===== src/rtl/hwcnn_macros.svh =====
`ifndef HWCNN_MACROS_SVH
`define HWCNN_MACROS_SVH

// Datapath widths
`define HWCNN_PIX_W 8      // Pixel and kernel tap
`define HWCNN_BIAS_W 20
`define HWCNN_ACC_W 24     // Accumulator and result
`define HWCNN_SHIFT_W 5

// Buffer depths as address widths
`define HWCNN_LINE_AW 9    // 512 pixels
`define HWCNN_BIAS_AW 7    // 128 bias words

`endif


===== src/rtl/hwcnn_pkg.sv =====
`default_nettype none

`include "hwcnn_macros.svh"

package hwcnn_pkg;

	typedef logic signed [`HWCNN_PIX_W-1:0] pixel_t;
	typedef logic signed [`HWCNN_PIX_W-1:0] weight_t;
	typedef logic signed [`HWCNN_BIAS_W-1:0] bias_t;
	typedef logic signed [`HWCNN_ACC_W-1:0] acc_t;

	typedef logic [`HWCNN_LINE_AW-1:0] line_addr_t;
	typedef logic [`HWCNN_BIAS_AW-1:0] bias_addr_t;
	typedef logic [`HWCNN_SHIFT_W-1:0] shift_t;

	typedef enum logic [1:0] {
		OP_WRITE_BIAS,
		OP_WRITE_WEIGHT,
		OP_WRITE_LINE,
		OP_CONV
	} opcode_t;

	// One word from the instruction FIFO
	typedef struct packed {
		opcode_t op;
		line_addr_t line_addr;    // Also the tap index for OP_WRITE_WEIGHT
		line_addr_t line_len;
		bias_addr_t bias_addr;
		shift_t shift;
		logic pool;
		logic [`HWCNN_BIAS_W-1:0] data;
	} inst_t;

	localparam int inst_w = $bits(inst_t);

endpackage

`default_nettype wire


===== src/rtl/inst_decoder.sv =====
`timescale 1ns/1ps
`default_nettype none

module inst_decoder import hwcnn_pkg::*; (
	input wire clk,
	input wire rst,
	input wire inst_t instruct,
	input wire inst_empty,
	input wire run_done,
	output logic inst_req,
	output logic bias_wr_en,
	output bias_addr_t bias_wr_addr,
	output bias_t bias_wr_data,
	output logic line_wr_en,
	output line_addr_t line_wr_addr,
	output pixel_t line_wr_data,
	output weight_t taps [3],
	output logic run_start,
	output line_addr_t run_addr,
	output line_addr_t run_len,
	output bias_addr_t run_bias_addr,
	output shift_t run_shift,
	output logic run_pool,
	output logic busy
);

	logic take;                 // FIFO word valid on instruct
	logic [1:0] tap_sel;
	line_addr_t cfg_addr;
	line_addr_t cfg_len;
	bias_addr_t cfg_bias_addr;
	shift_t cfg_shift;
	logic cfg_pool;

	//////////////////////////////
	// Fetch

	always_ff @(posedge clk) begin
		if (rst) begin
			inst_req <= 1'b0;
			take <= 1'b0;
		end else begin
			inst_req <= !busy && !inst_req && !take && !inst_empty;
			take <= inst_req;
		end
	end

	//////////////////////////////
	// Decode

	assign tap_sel = instruct.line_addr[1:0];

	assign bias_wr_en = take && instruct.op == OP_WRITE_BIAS;
	assign bias_wr_addr = instruct.bias_addr;
	assign bias_wr_data = instruct.data;
	assign line_wr_en = take && instruct.op == OP_WRITE_LINE;
	assign line_wr_addr = instruct.line_addr;
	assign line_wr_data = instruct.data[$bits(pixel_t)-1:0];

	assign run_start = take && instruct.op == OP_CONV;

	// Start cycle sees the new fields before they are latched
	assign run_addr = run_start ? instruct.line_addr : cfg_addr;
	assign run_len = run_start ? instruct.line_len : cfg_len;
	assign run_bias_addr = run_start ? instruct.bias_addr : cfg_bias_addr;
	assign run_shift = run_start ? instruct.shift : cfg_shift;
	assign run_pool = run_start ? instruct.pool : cfg_pool;

	always_ff @(posedge clk) begin
		if (rst) begin
			taps <= '{default: '0};
			cfg_addr <= '0;
			cfg_len <= '0;
			cfg_bias_addr <= '0;
			cfg_shift <= '0;
			cfg_pool <= 1'b0;
			busy <= 1'b0;
		end else begin
			if (take && instruct.op == OP_WRITE_WEIGHT && tap_sel != 2'd3)
				taps[tap_sel] <= instruct.data[$bits(weight_t)-1:0];
			if (run_start) begin
				cfg_addr <= instruct.line_addr;
				cfg_len <= instruct.line_len;
				cfg_bias_addr <= instruct.bias_addr;
				cfg_shift <= instruct.shift;
				cfg_pool <= instruct.pool;
				busy <= 1'b1;
			end else if (run_done) begin
				busy <= 1'b0;  // Reopens the fetch
			end
		end
	end

endmodule

`default_nettype wire


===== config.mk =====
export PLATFORM = sky130hd
export DESIGN_NAME = inst_decoder
export DESIGN_NICKNAME = d
export VERILOG_FILES = /design/src/rtl/hwcnn_pkg.sv /design/src/rtl/inst_decoder.sv
export VERILOG_INCLUDE_DIRS = /design/src /design/src/rtl
export SDC_FILE = /design/constraint.sdc
export NUM_CORES = 1
export LEC_CHECK = 0
export ABC_AREA = 1
export BUFFER_PORTS_ARGS = -buffer_cell sky130_fd_sc_hd__buf_2
export CORE_ASPECT_RATIO = 0.75
export CORE_MARGIN = 1
export CORE_UTILIZATION = 47
export DETAILED_ROUTE_END_ITERATION = 16
export PLACE_DENSITY = 0.9
export SYNTH_ARGS = -nofsm -noshare
export SYNTH_HDL_FRONTEND = slang
export SYNTH_SLANG_ARGS = --single-unit

===== constraint.sdc =====
create_clock -name clk -period 2.75 [get_ports clk]
set_input_delay 0.1375 -clock clk [delete_from_list [all_inputs] [get_ports clk]]
set_output_delay 0.1375 -clock clk [all_outputs]
set_load 0.01 [all_outputs]

# --- Yosys cells after proc, flatten, opt, wreduce, memory -nomap -nowiden ---
# Index checks and enable logic that the tools add are counted.
# W data, S select, Z words.
totals:
  reg_bits: 58
  input_bits: 57
  word_cells: 43
classes:
  n_lt_le_gt_ge: 2
  n_eq_ne: 4
  muxes: 10
  bitwise: 1
  reduce_logical: 15
op_table:
  columns: ["operator", "n"]
  rows:
  - ["$bwmux W24", 1]
  - ["$mux W9", 2]
  - ["$demux W8 S2", 1]
  - ["$logic_and A1 B1 Y1", 9]
  - ["$mux W8", 1]
  - ["$mux W7", 1]
  - ["$mux W5", 1]
  - ["$eq A2 B2 Y1 const B", 2]
  - ["$logic_not A1 Y1", 4]
  - ["$ge A3 B3 Y1 const B", 1]
  - ["$lt A3 B1 Y1 const B", 1]
  - ["$mux W1", 3]
  - ["$not A2 Y3", 1]
  - ["$eq A2 B1 Y1 const B", 1]
  - ["$logic_not A2 Y1", 1]
  - ["$ne A2 B2 Y1 const B", 1]
  - ["$reduce_bool A2 Y1", 1]

# --- Depth between registers and ports, before layout ---
# Gate-level depths: netlist of run 1.
logic_depth:
  word_depth: 6
  mapped_depth: 7
  depth_no_buf: 6

# --- Worst setup path after synthesis of run 1 ---
# No wires, ideal clock.
synth_timing:
  path_type: "reg2out"
  from: "reg take"
  to: "out run_addr[8]"
  arrival_ns: 0.978
  t_required_ns: 2.612
  path_slack_ns: 1.634
  path_stages_with_launch: 5
  n_path_buf: 1
  path_cell_list: "dfxtp_1 nand3_2 buf_2 o21ai_0 inv_1"
synth_via:
  elab_chain_len: 2
synth_rtl:
  columns: ["item", "line", "source"]
  rows:
  - ["start: declaration", "inst_decoder.sv:27", "logic take;"]
  - ["start signal: assignment", "inst_decoder.sv:44", "take <= inst_req;"]
  - ["$logic_and A1 B1 Y1", "inst_decoder.sv:60", "assign run_start = take && instruct.op == OP_CONV;"]
  - ["$mux W9", null, null]
  - ["end: declaration", "inst_decoder.sv:19", "output line_addr_t run_addr,"]
# No other way between the ends.

# --- Worst setup path after layout of run 1 ---
layout_timing:
  from: "reg take"
  to: "out run_bias_addr[4]"
layout_via:
  elab_chain_len: 2
layout_rtl:
  columns: ["item", "line", "source"]
  rows:
  - ["$logic_and A1 B1 Y1", "inst_decoder.sv:60", null]
  - ["$mux W7", null, null]
  - ["end: declaration", "inst_decoder.sv:21", "output bias_addr_t run_bias_addr,"]
# No other way between the ends.

==> qor.csv, run 1 <==
metric;value;unit
status;finished, final reports clean;
clk root buf;clkbuf_8;
Final Cycle Share;0.7487;
CP max FO;64;
cell accounting for the most synthesized area;dfxtp_1;
Mapped Nets;470;
wirelength, routed;6055;um
Detail Route Antenna Nets;0;
worst vdd rail ir drop;0.0003676;V
share of cells above drive strength 1;0.3083;
Clock Skew;0.005225;ns
Final #Nets;559;
post-route design area;3373;sq um
CP max-delay cell;nand3_4;
vias in the first global route;2112;
CP Class;flop to primary output;
HPWL Detailed;4392;um
vias per cell;4.296;
WP data required;2.61;ns
Core Area;5525;sq um
leak pwr;2.274;nW
worst stage delay on the critical path;0.47;ns
Critical Path AT;1.92;ns
CP Capture Type;primary output;
minimum clock period;2.059;ns
register area share after synthesis;0.4145;
pin count of the biggest net entering global routing;65;
Initial Utilization;0.5070;
Vias;2496;
Slew HR;0.5848;
Clock Latency Late Sink;0.33;ns
setup TNS;0;ns
synth top area cells;dfxtp_1, inv_1, buf_4;
Mapped Area;2801;sq um
fin. max-slew vios;0;
drt drc;0;
filler instances;521;
Place WS;0.5730;ns
final setup margin;0.6912;ns
Core Util, Final;0.6105;
worst-margin pin slew;0.6228;ns
Overflow after GRT;0;
Startpoint Class;flop;
first-pass GRT wire length;9356;um
unrepaired setup endpoints after global routing;no;
drt initial violations;109;
gpl congestion;0.7875;
total global-route track usage;0.1960;
diode count;0;
area share of the largest cell type after synthesis;0.4145;
Yosys reg bits;58;
Min-Delay Path Class;primary input to flop;
Unique masters post-synth;17;
# setup viols final;0;
DIE AREA;6276;sq um
syn_area_per_cell;6.783;sq um
IO Count;161;
Die Wd;91.15;um
CTS Sinks;58;
f_max;485.7;MHz
Power, Total;1.825;mW
Layout Cells excl Fill;581;
Power Dens Cells;541.1;nW/um^2
CTS Buf Count;9;
Post-CTS Setup Bufs;0;
Final Hold Slack;0.07101;ns
port bufs;136;
final hold vios;0;
clock-pin slew on the worst setup and hold paths;0.06;ns
Syn Inst Count;413;
area grow syn2layout;20.41;%
clock tree from TritonCTS;yes;
Vert. Die Dim;68.86;um
deepest clock path buffer count;2;
Wirelength per Cell;10.42;um
most common cell after layout, fill and taps aside;buf_2;
worst-path cell chain;nand3_4 > o21ai_0 > inv_1 > buf_2;
most frequent cells in the layout;buf_2, inv_1, nand2_1;
DR pass1 iterations;5;
Placed Cells;565;
Warnings, synthesis;0;
Post-DP Area;3152;sq um
maxcap violations;0;
H-tree Lvls;3;
initial antenna violation count;0;
Rows;23;
-- sequential cells by signal, summed over array words and instances (netlist names) --
signal	count
cfg_shift	5
cfg_addr	9
take	1
cfg_pool	1
taps	24
busy	1
cfg_bias_addr	7
cfg_len	9
inst_req	1
-- path summary, 6_finish.rpt --
path / from / endpoint / slack [ns] / depth (start not counted)
setup / recovery: take$_SDFF_PP0_ / run_bias_addr[4] / 0.69 / 4
hold / removal: instruct[40] / cfg_len[7]$_SDFF_PP0_ / 0.07 / 3
setup reg to reg: take$_SDFF_PP0_ / cfg_bias_addr[4]$_SDFF_PP0_ / 1.19 / 3
hold reg to reg: inst_req$_SDFF_PP0_ / take$_SDFF_PP0_ / 0.45 / 2
-- layout make-up --
class	instances	area (sq um)	share of cell area
Inverter	95	357.8	0.1061
Tap cell	75	93.84	0.02782
Sequential cell	58	1161	0.3442
Clock inverter	2	35.03	0.01039
Clock buffer	13	168.9	0.05007
Timing Repair Buffer	137	690.7	0.2047
Multi-Input combinational cell	201	865.8	0.2567
-- power breakdown --
| group | switching (mW) | total, mW | internal (mW) |
|---|---|---|---|
| Clock | 0.308 | 0.795 | 0.486 |
| Combinational | 0.106 | 0.173 | 0.0670 |
| Sequential | 0.00457 | 0.858 | 0.853 |
-- repair_timing --
item                                    CTS  global route
endpoints found under the setup margin    0            12
hold buffers                              1             0
hold endpoints to repair                  1             0
gates resized for setup                   0             1
-- synth_stat cells --
master     n
nand3_2    1
o21ai_0   11
clkbuf_1   4
nor3_1     2
clkinv_2   1
inv_1     93
dfxtp_1   58
nand2_1   82
buf_6      3
inv_2      1
buf_4     46
nor4_1     1
nor2_1    80
a21oi_1    1
buf_2      6
o21ai_1   20
nand4_4    3
-- worst max-delay path: cells and delay by family, from the launching register on --
kind | cells | cell delay [ns]
AO/OA/AOI/OAI | 1 | 0.46
buffers and inverters | 2 | 0.24
flip-flops | 1 | 0.41
AND/OR/NAND/NOR | 1 | 0.47
-- per-layer routing --
metal / routed length [um] / vias up / global-route usage
met2: 3055 / 82 / 0.3456
met3: 361 / 6 / 0.07895
met4: 59 / 0 / 0.07540
met1: 2579 / 1092 / 0.2182
li1: - / 1316 / -
met5: 0 / - / 0
-- cell families after synthesis --
family          after synthesis  share of synthesized area
buf+inv                     154                     0.2791
simple gates                169                     0.2492
compound gates               32                    0.05717
flops                        58                     0.4145
Note: power is estimated with default switching activity, not from simulation.
==> run 2, diff against run 1 <==
CORE_UTILIZATION = 40   (was 47)
PLACE_DENSITY = 0.82   (was 0.9)
clock period = 1.81 ns   (was 2.75 ns; I/O delays follow)
==> run 2 against run 1 <==
Effect of this change:
- clock skew rose by 0.0022 ns
- clock power increased by 52%
- first-iteration DRC count down 17%
- global-route usage shrank 2.9 points
- power rose by 52%
- routed wire length increased by 0.48%
- design area up 1.4%
- non-clock buffer count up 2
- die area increased by 17%
- critical path depth rose by 1
- sequential power grew 52%
==> qor.csv, run 2 (same netlist as run 1, synthesis figures left out) <==
metric;value;unit;change
initial antenna violation count;0;;unchanged
Worst Hold Endpoint;busy$_SDFFE_PP0P_;;
hold_sp;run_done;;
drt initial violations;91;;-17%
clock-pin slew on the worst setup and hold paths;0.06;ns;about the same
Final #Nets;561;;+0.36%
Storage cell area;1161;sq um;unchanged
drt drc;0;;unchanged
filler instances;678;;+30%
Overflow after GRT;0;;unchanged
power share of the sequential group;0.469;;about the same
DR pass1 iterations;4;;-1
DIE AREA;7346;sq um;+17%
Die Wd;98.64;um;+8.2%
final setup margin;0.1510;ns;-0.5401 ns
Power Dens Cells;811.9;nW/um^2;+50%
port bufs;136;;unchanged
Core Area;6799;sq um;+23%
Detail Route Antenna Nets;0;;unchanged
worst-margin pin slew;0.4275;ns;-0.1953 ns
R2R Setup Slk;0.57;ns;-0.62 ns
Post-CTS Setup Bufs;0;;unchanged
maxcap violations;0;;unchanged
IO Count;161;;unchanged
first-pass GRT wire length;9494;um;+1.5%
CP Capture Type;primary output;;
CTS Sinks;58;;unchanged
deepest clock path buffer count;2;;unchanged
sw frac;0.2290;;-0.0003575
total global-route track usage;0.1673;;-0.02866
Clock Latency Late Sink;0.32;ns;about the same
Critical Path AT;1.57;ns;-0.35 ns
Place WS;0.3233;ns;-0.2496 ns
Min-Delay Path Class;primary input to flop;;
area grow syn2layout;22.06;%;
CP max FO;51;;-20%
Final Hold Slack;0.01823;ns;-0.05278 ns
pin count of the biggest net entering global routing;52;;-20%
CP Class;flop to primary output;;
most frequent cells in the layout;buf_2, inv_1, nand2_1;;
Reg2Reg Launch Point;take$_SDFF_PP0_;;
Rows;26;;+13%
combinational power share;0.096;;about the same
unrepaired setup endpoints after global routing;no;;
most common cell after layout, fill and taps aside;buf_2;;
vias in the first global route;2089;;-1.1%
WP data required;1.72;ns;-0.89 ns
# setup viols final;0;;unchanged
most flop-heavy register;taps;;
diode count;0;;unchanged
area taken by multi-input logic gates;873.3;sq um;+0.87%
gpl congestion;0.7785;;-1.1%
biggest regs;taps (24), cfg_addr (9), cfg_len (9);;
Largest register FFs;24;;unchanged
Final Cycle Share;0.9165;;
H-tree Lvls;3;;unchanged
Reg2Reg Depth;4;;+1
Wirelength per Cell;10.28;um;-1.4%
wirelength, routed;6084;um;+0.48%
share of cells above drive strength 1;0.3150;;+0.006660
clock power share;0.435;;about the same
final hold vios;0;;unchanged
reg2reg end;cfg_bias_addr[4]$_SDFF_PP0_;;
status;finished, final reports clean;;
Clock Skew;0.007440;ns;+0.002215 ns
vias per cell;4.238;;-1.3%
switching pwr;635.9;uW;+52%
f_max;602.8;MHz;
Initial Utilization;0.4120;;-0.09498
Vias;2509;;+0.52%
CTS Buf Count;9;;unchanged
Vert. Die Dim;74.48;um;+8.2%
HPWL Detailed;4531;um;+3.2%
worst vdd rail ir drop;0.0003216;V;-13%
leak pwr;2.290;nW;+0.71%
setup TNS;0;ns;unchanged
clk root buf;clkbuf_8;;
Slew HR;0.7146;;+0.1298
fin. max-slew vios;0;;unchanged
Startpoint Class;flop;;
Pint;2.140;mW;+52%
hold path cells;4;;+1
minimum clock period;1.659;ns;
clock tree from TritonCTS;yes;;
-- run 2: metrics by stage --
step	instances	utilization	cell area, sq um	power, mW
after CTS	592	0.5018	3412	2.824
final	592	0.5029	3420	2.776
after detailed placement	576	0.4693	3191	1.594
after global placement	576	0.4693	3191	1.589
after global routing	592	0.5029	3420	2.920
after floorplan	413	-	2801	1.529
-- run 2: critical path, cell delays in order (launching register included) --
cell and delay (ns):
dfxtp_1 0.41, nand3_4 0.19, buf_12 0.23, o21ai_1 0.19, inv_1 0.07, buf_2 0.14
-- run 2: power groups by stage --
stage | registers, mW | clock network, mW | logic [mW]
floorplan | 1.33 | 0 | 0.196
global placement | 1.33 | 0 | 0.259
detailed placement | 1.33 | 0 | 0.263
CTS | 1.30 | 1.25 | 0.267
global route | 1.30 | 1.32 | 0.298
finish | 1.30 | 1.21 | 0.267
-- run 2: what timing repair did --
| action | in CTS | in global routing |
|---|---|---|
| gates resized for setup | 1 | 11 |
| setup endpoints to repair | 5 | 10 |
| hold endpoints to repair | 1 | 0 |
| hold buffers | 1 | 0 |
-- run 2: area by class of cell --
cell class,instances,share of cell area
clock buffers,13,0.04940
clock inverters,2,0.01025
inverters,95,0.1046
multi-input cells,201,0.2554
flip-flops and latches,58,0.3396
well taps,84,0.03074
repair buffers,139,0.2100
-- run 2: how the worst max path moves through the flow --
stage | startpoint | end | cells after the start
2_1_floorplan | take$_SDFF_PP0_ | run_addr[8] | 4
3_3_place_gp | take$_SDFF_PP0_ | run_shift[3] | 5
3_5_place_dp | take$_SDFF_PP0_ | run_shift[3] | 5
4_1_cts | take$_SDFF_PP0_ | run_shift[3] | 5
5_1_grt | take$_SDFF_PP0_ | run_shift[3] | 5
6_report | take$_SDFF_PP0_ | run_shift[3] | 5
-- run 2: layer usage --
layer / wire length [um] / up-vias / GRT usage
met5: 0 / - / 0
met4: 45 / 0 / 0.07629
met3: 279 / 6 / 0.05451
met2: 3046 / 80 / 0.2911
met1: 2714 / 1101 / 0.1920
li1: - / 1322 / -
==> run 3, diff against run 2 <==
BUFFER_PORTS_ARGS = unset   (was -buffer_cell sky130_fd_sc_hd__buf_2)
CORE_UTILIZATION = 50   (was 40)
DONT_BUFFER_PORTS = 1   (was unset)
PLACE_DENSITY = 0.73   (was 0.82)
==> run 3 against run 2 <==
Effect of this change:
- setup slack improved by 0.13 ns
- sequential cell count unchanged
- final cell count decreased by 17%
- die area decreased by 20%
- design area decreased by 10%
- via count decreased by 13%
==> qor.csv, run 3 (same netlist as run 1, synthesis figures left out) <==
metric;value;unit;change
initial antenna violation count;1;;+1
CTS Sinks;58;;unchanged
# resized after CTS;0;;-1
CTS Buf Count;9;;unchanged
drt drc;0;;unchanged
Final Hold Slack;0.09932;ns;+0.08109 ns
Startpoint Class;flop;;
Power Dens Cells;806.0;nW/um^2;-0.73%
clock-pin slew on the worst setup and hold paths;0.06;ns;about the same
drt initial violations;95;;+4.4%
CP max-delay cell;dfxtp_1;;
Placed Cells;430;;-25%
total global-route track usage;0.2022;;+0.03491
leak pwr;1.808;nW;-21%
clock tree from TritonCTS;yes;;
Post-CTS Setup Bufs;0;;unchanged
fin. max-slew vios;0;;unchanged
global routing's busiest layer;met2;;
Overflow after GRT;0;;unchanged
setup TNS;0;ns;unchanged
R2R Setup Slk;0.62;ns;+0.05 ns
CP Capture Type;primary output;;
port bufs;0;;-100%
Min-Delay Path Class;primary input to flop;;
Storage cell area;1161;sq um;unchanged
Detail Route Antenna Nets;0;;unchanged
f_max;655.5;MHz;+8.7%
clk root buf;clkbuf_8;;
filler instances;519;;-23%
post-route design area;3078;sq um;-10%
Wirelength per Cell;11.83;um;+15%
clock power share;0.396;;-0.039
Clock Latency Late Sink;0.32;ns;about the same
worst-path cell chain;nand3_2 > buf_12 > o21ai_0 > inv_1;;
status;finished, final reports clean;;
met2 usage;0.3433;;+0.05219
Final Cycle Share;0.8428;;-0.07373
Pint;1.909;mW;-11%
Core Util, Final;0.5720;;+0.06902
maxcap violations;0;;unchanged
final hold vios;0;;unchanged
vias per cell;4.460;;+5.2%
Clock Skew;0.004780;ns;-0.002659 ns
pin count of the biggest net entering global routing;65;;+25%
vias in the first global route;1959;;-6.2%
Final #Nets;465;;-17%
Post-DP Area;2491;sq um;-22%
met3 Track Usage GR;0.1029;;+0.04834
Vias;2181;;-13%
share of cells above drive strength 1;0.04843;;-0.2665
first-pass GRT wire length;8783;um;-7.5%
area taken by multi-input logic gates;858.3;sq um;-1.7%
Core Area;5381;sq um;-21%
gpl congestion;0.7380;;-5.2%
worst stage delay on the critical path;0.39;ns;-0.02 ns
Slew HR;0.2381;;-0.4765
wirelength, routed;5784;um;-4.9%
Largest register FFs;24;;unchanged
most flop-heavy register;taps;;
DIE AREA;5909;sq um;-20%
power share of the sequential group;0.527;;+0.058
DR pass1 iterations;4;;unchanged
CP max FO;64;;+25%
minimum clock period;1.526;ns;-0.1335 ns
sw frac;0.2303;;+0.001296
combinational power share;0.077;;-0.019
IO Count;161;;unchanged
most common cell after layout, fill and taps aside;inv_1;;
deepest clock path buffer count;2;;unchanged
M1 GR Usage;0.2051;;+0.01319
unrepaired setup endpoints after global routing;no;;
worst-margin pin slew;1.139;ns;+0.7116 ns
H-tree Lvls;3;;unchanged
biggest regs;taps (24), cfg_addr (9), cfg_len (9);;
WP data required;1.72;ns;about the same
Vert. Die Dim;66.83;um;-10%
Critical Path AT;1.44;ns;-0.13 ns
switching pwr;571.4;uW;-10%
worst vdd rail ir drop;0.0005019;V;+56%
area grow syn2layout;9.870;%;
Initial Utilization;0.5206;;+0.1085
CP Class;flop to primary output;;
Rows;23;;-12%
most frequent cells in the layout;inv_1, nand2_1, nor2_1;;
HPWL Detailed;3414;um;-25%
Layout Cells excl Fill;489;;-17%
# setup viols final;0;;unchanged
Die Wd;88.43;um;-10%
==> run 3: changes by cell type in the layout (fill, tap and decap cells not counted), moves of 7 or more <==
cell,change
buf_2,-136
dlygate4sd3_1,+41
o21ai_0,+9
o21ai_1,-7
==> run 3: critical path, delay by kind of cell, from the launching register on <==
family | cells | cell delay, ns
simple gates | 1 | 0.11
compound gates | 1 | 0.26
buf+inv | 2 | 0.33
flops | 1 | 0.39
==> run 3: timing repair <==
item / CTS / global route
endpoints found under the hold margin: 58 / 0
hold buffers: 42 / 0
setup endpoints to repair: 0 / 0
==> run 3: layout make-up <==
cell class,instances,area share
Multi-Input combinational cell,201,0.2789
Tap cell,75,0.03049
Clock inverter,3,0.004878
Clock buffer,13,0.04837
Timing Repair Buffer,43,0.1431
Antenna cell,1,0.0008130
Sequential cell,58,0.3772
Inverter,95,0.1163
==> run 3: path summary, 6_finish.rpt <==
check / start / to / depth (start not counted)
setup / recovery: take$_SDFF_PP0_ / run_shift[1] / 4
hold reg to reg: inst_req$_SDFF_PP0_ / take$_SDFF_PP0_ / 2
hold / removal: rst / taps[21]$_SDFFE_PP0P_ / 3
setup reg to reg: take$_SDFF_PP0_ / cfg_bias_addr[0]$_SDFF_PP0_ / 4
==> run 3: power groups by stage <==
stage          clock (mW)  combinational (mW)  sequential, mW
5_1_grt              1.07               0.214            1.31
6_report            0.983               0.191            1.31
3_5_place_dp            0              0.0958            1.33
4_1_cts              1.02               0.188            1.31
2_1_floorplan           0               0.196            1.33
3_3_place_gp            0              0.0940            1.33
==> run 3: through the flow <==
step / setup WS (ns) / power [mW]
6_report: 0.2845 / 2.481
4_1_cts: 0.2884 / 2.519
2_1_floorplan: 0.7413 / 1.529
5_1_grt: 0.1485 / 2.590
3_3_place_gp: 0.6826 / 1.428
3_5_place_dp: 0.6560 / 1.430
==> run 3: per-layer routing <==
layer	wire length, um	up-vias
met5	0	-
met4	97	0
met3	547	10
met2	2766	82
met1	2373	947
li1	-	1142
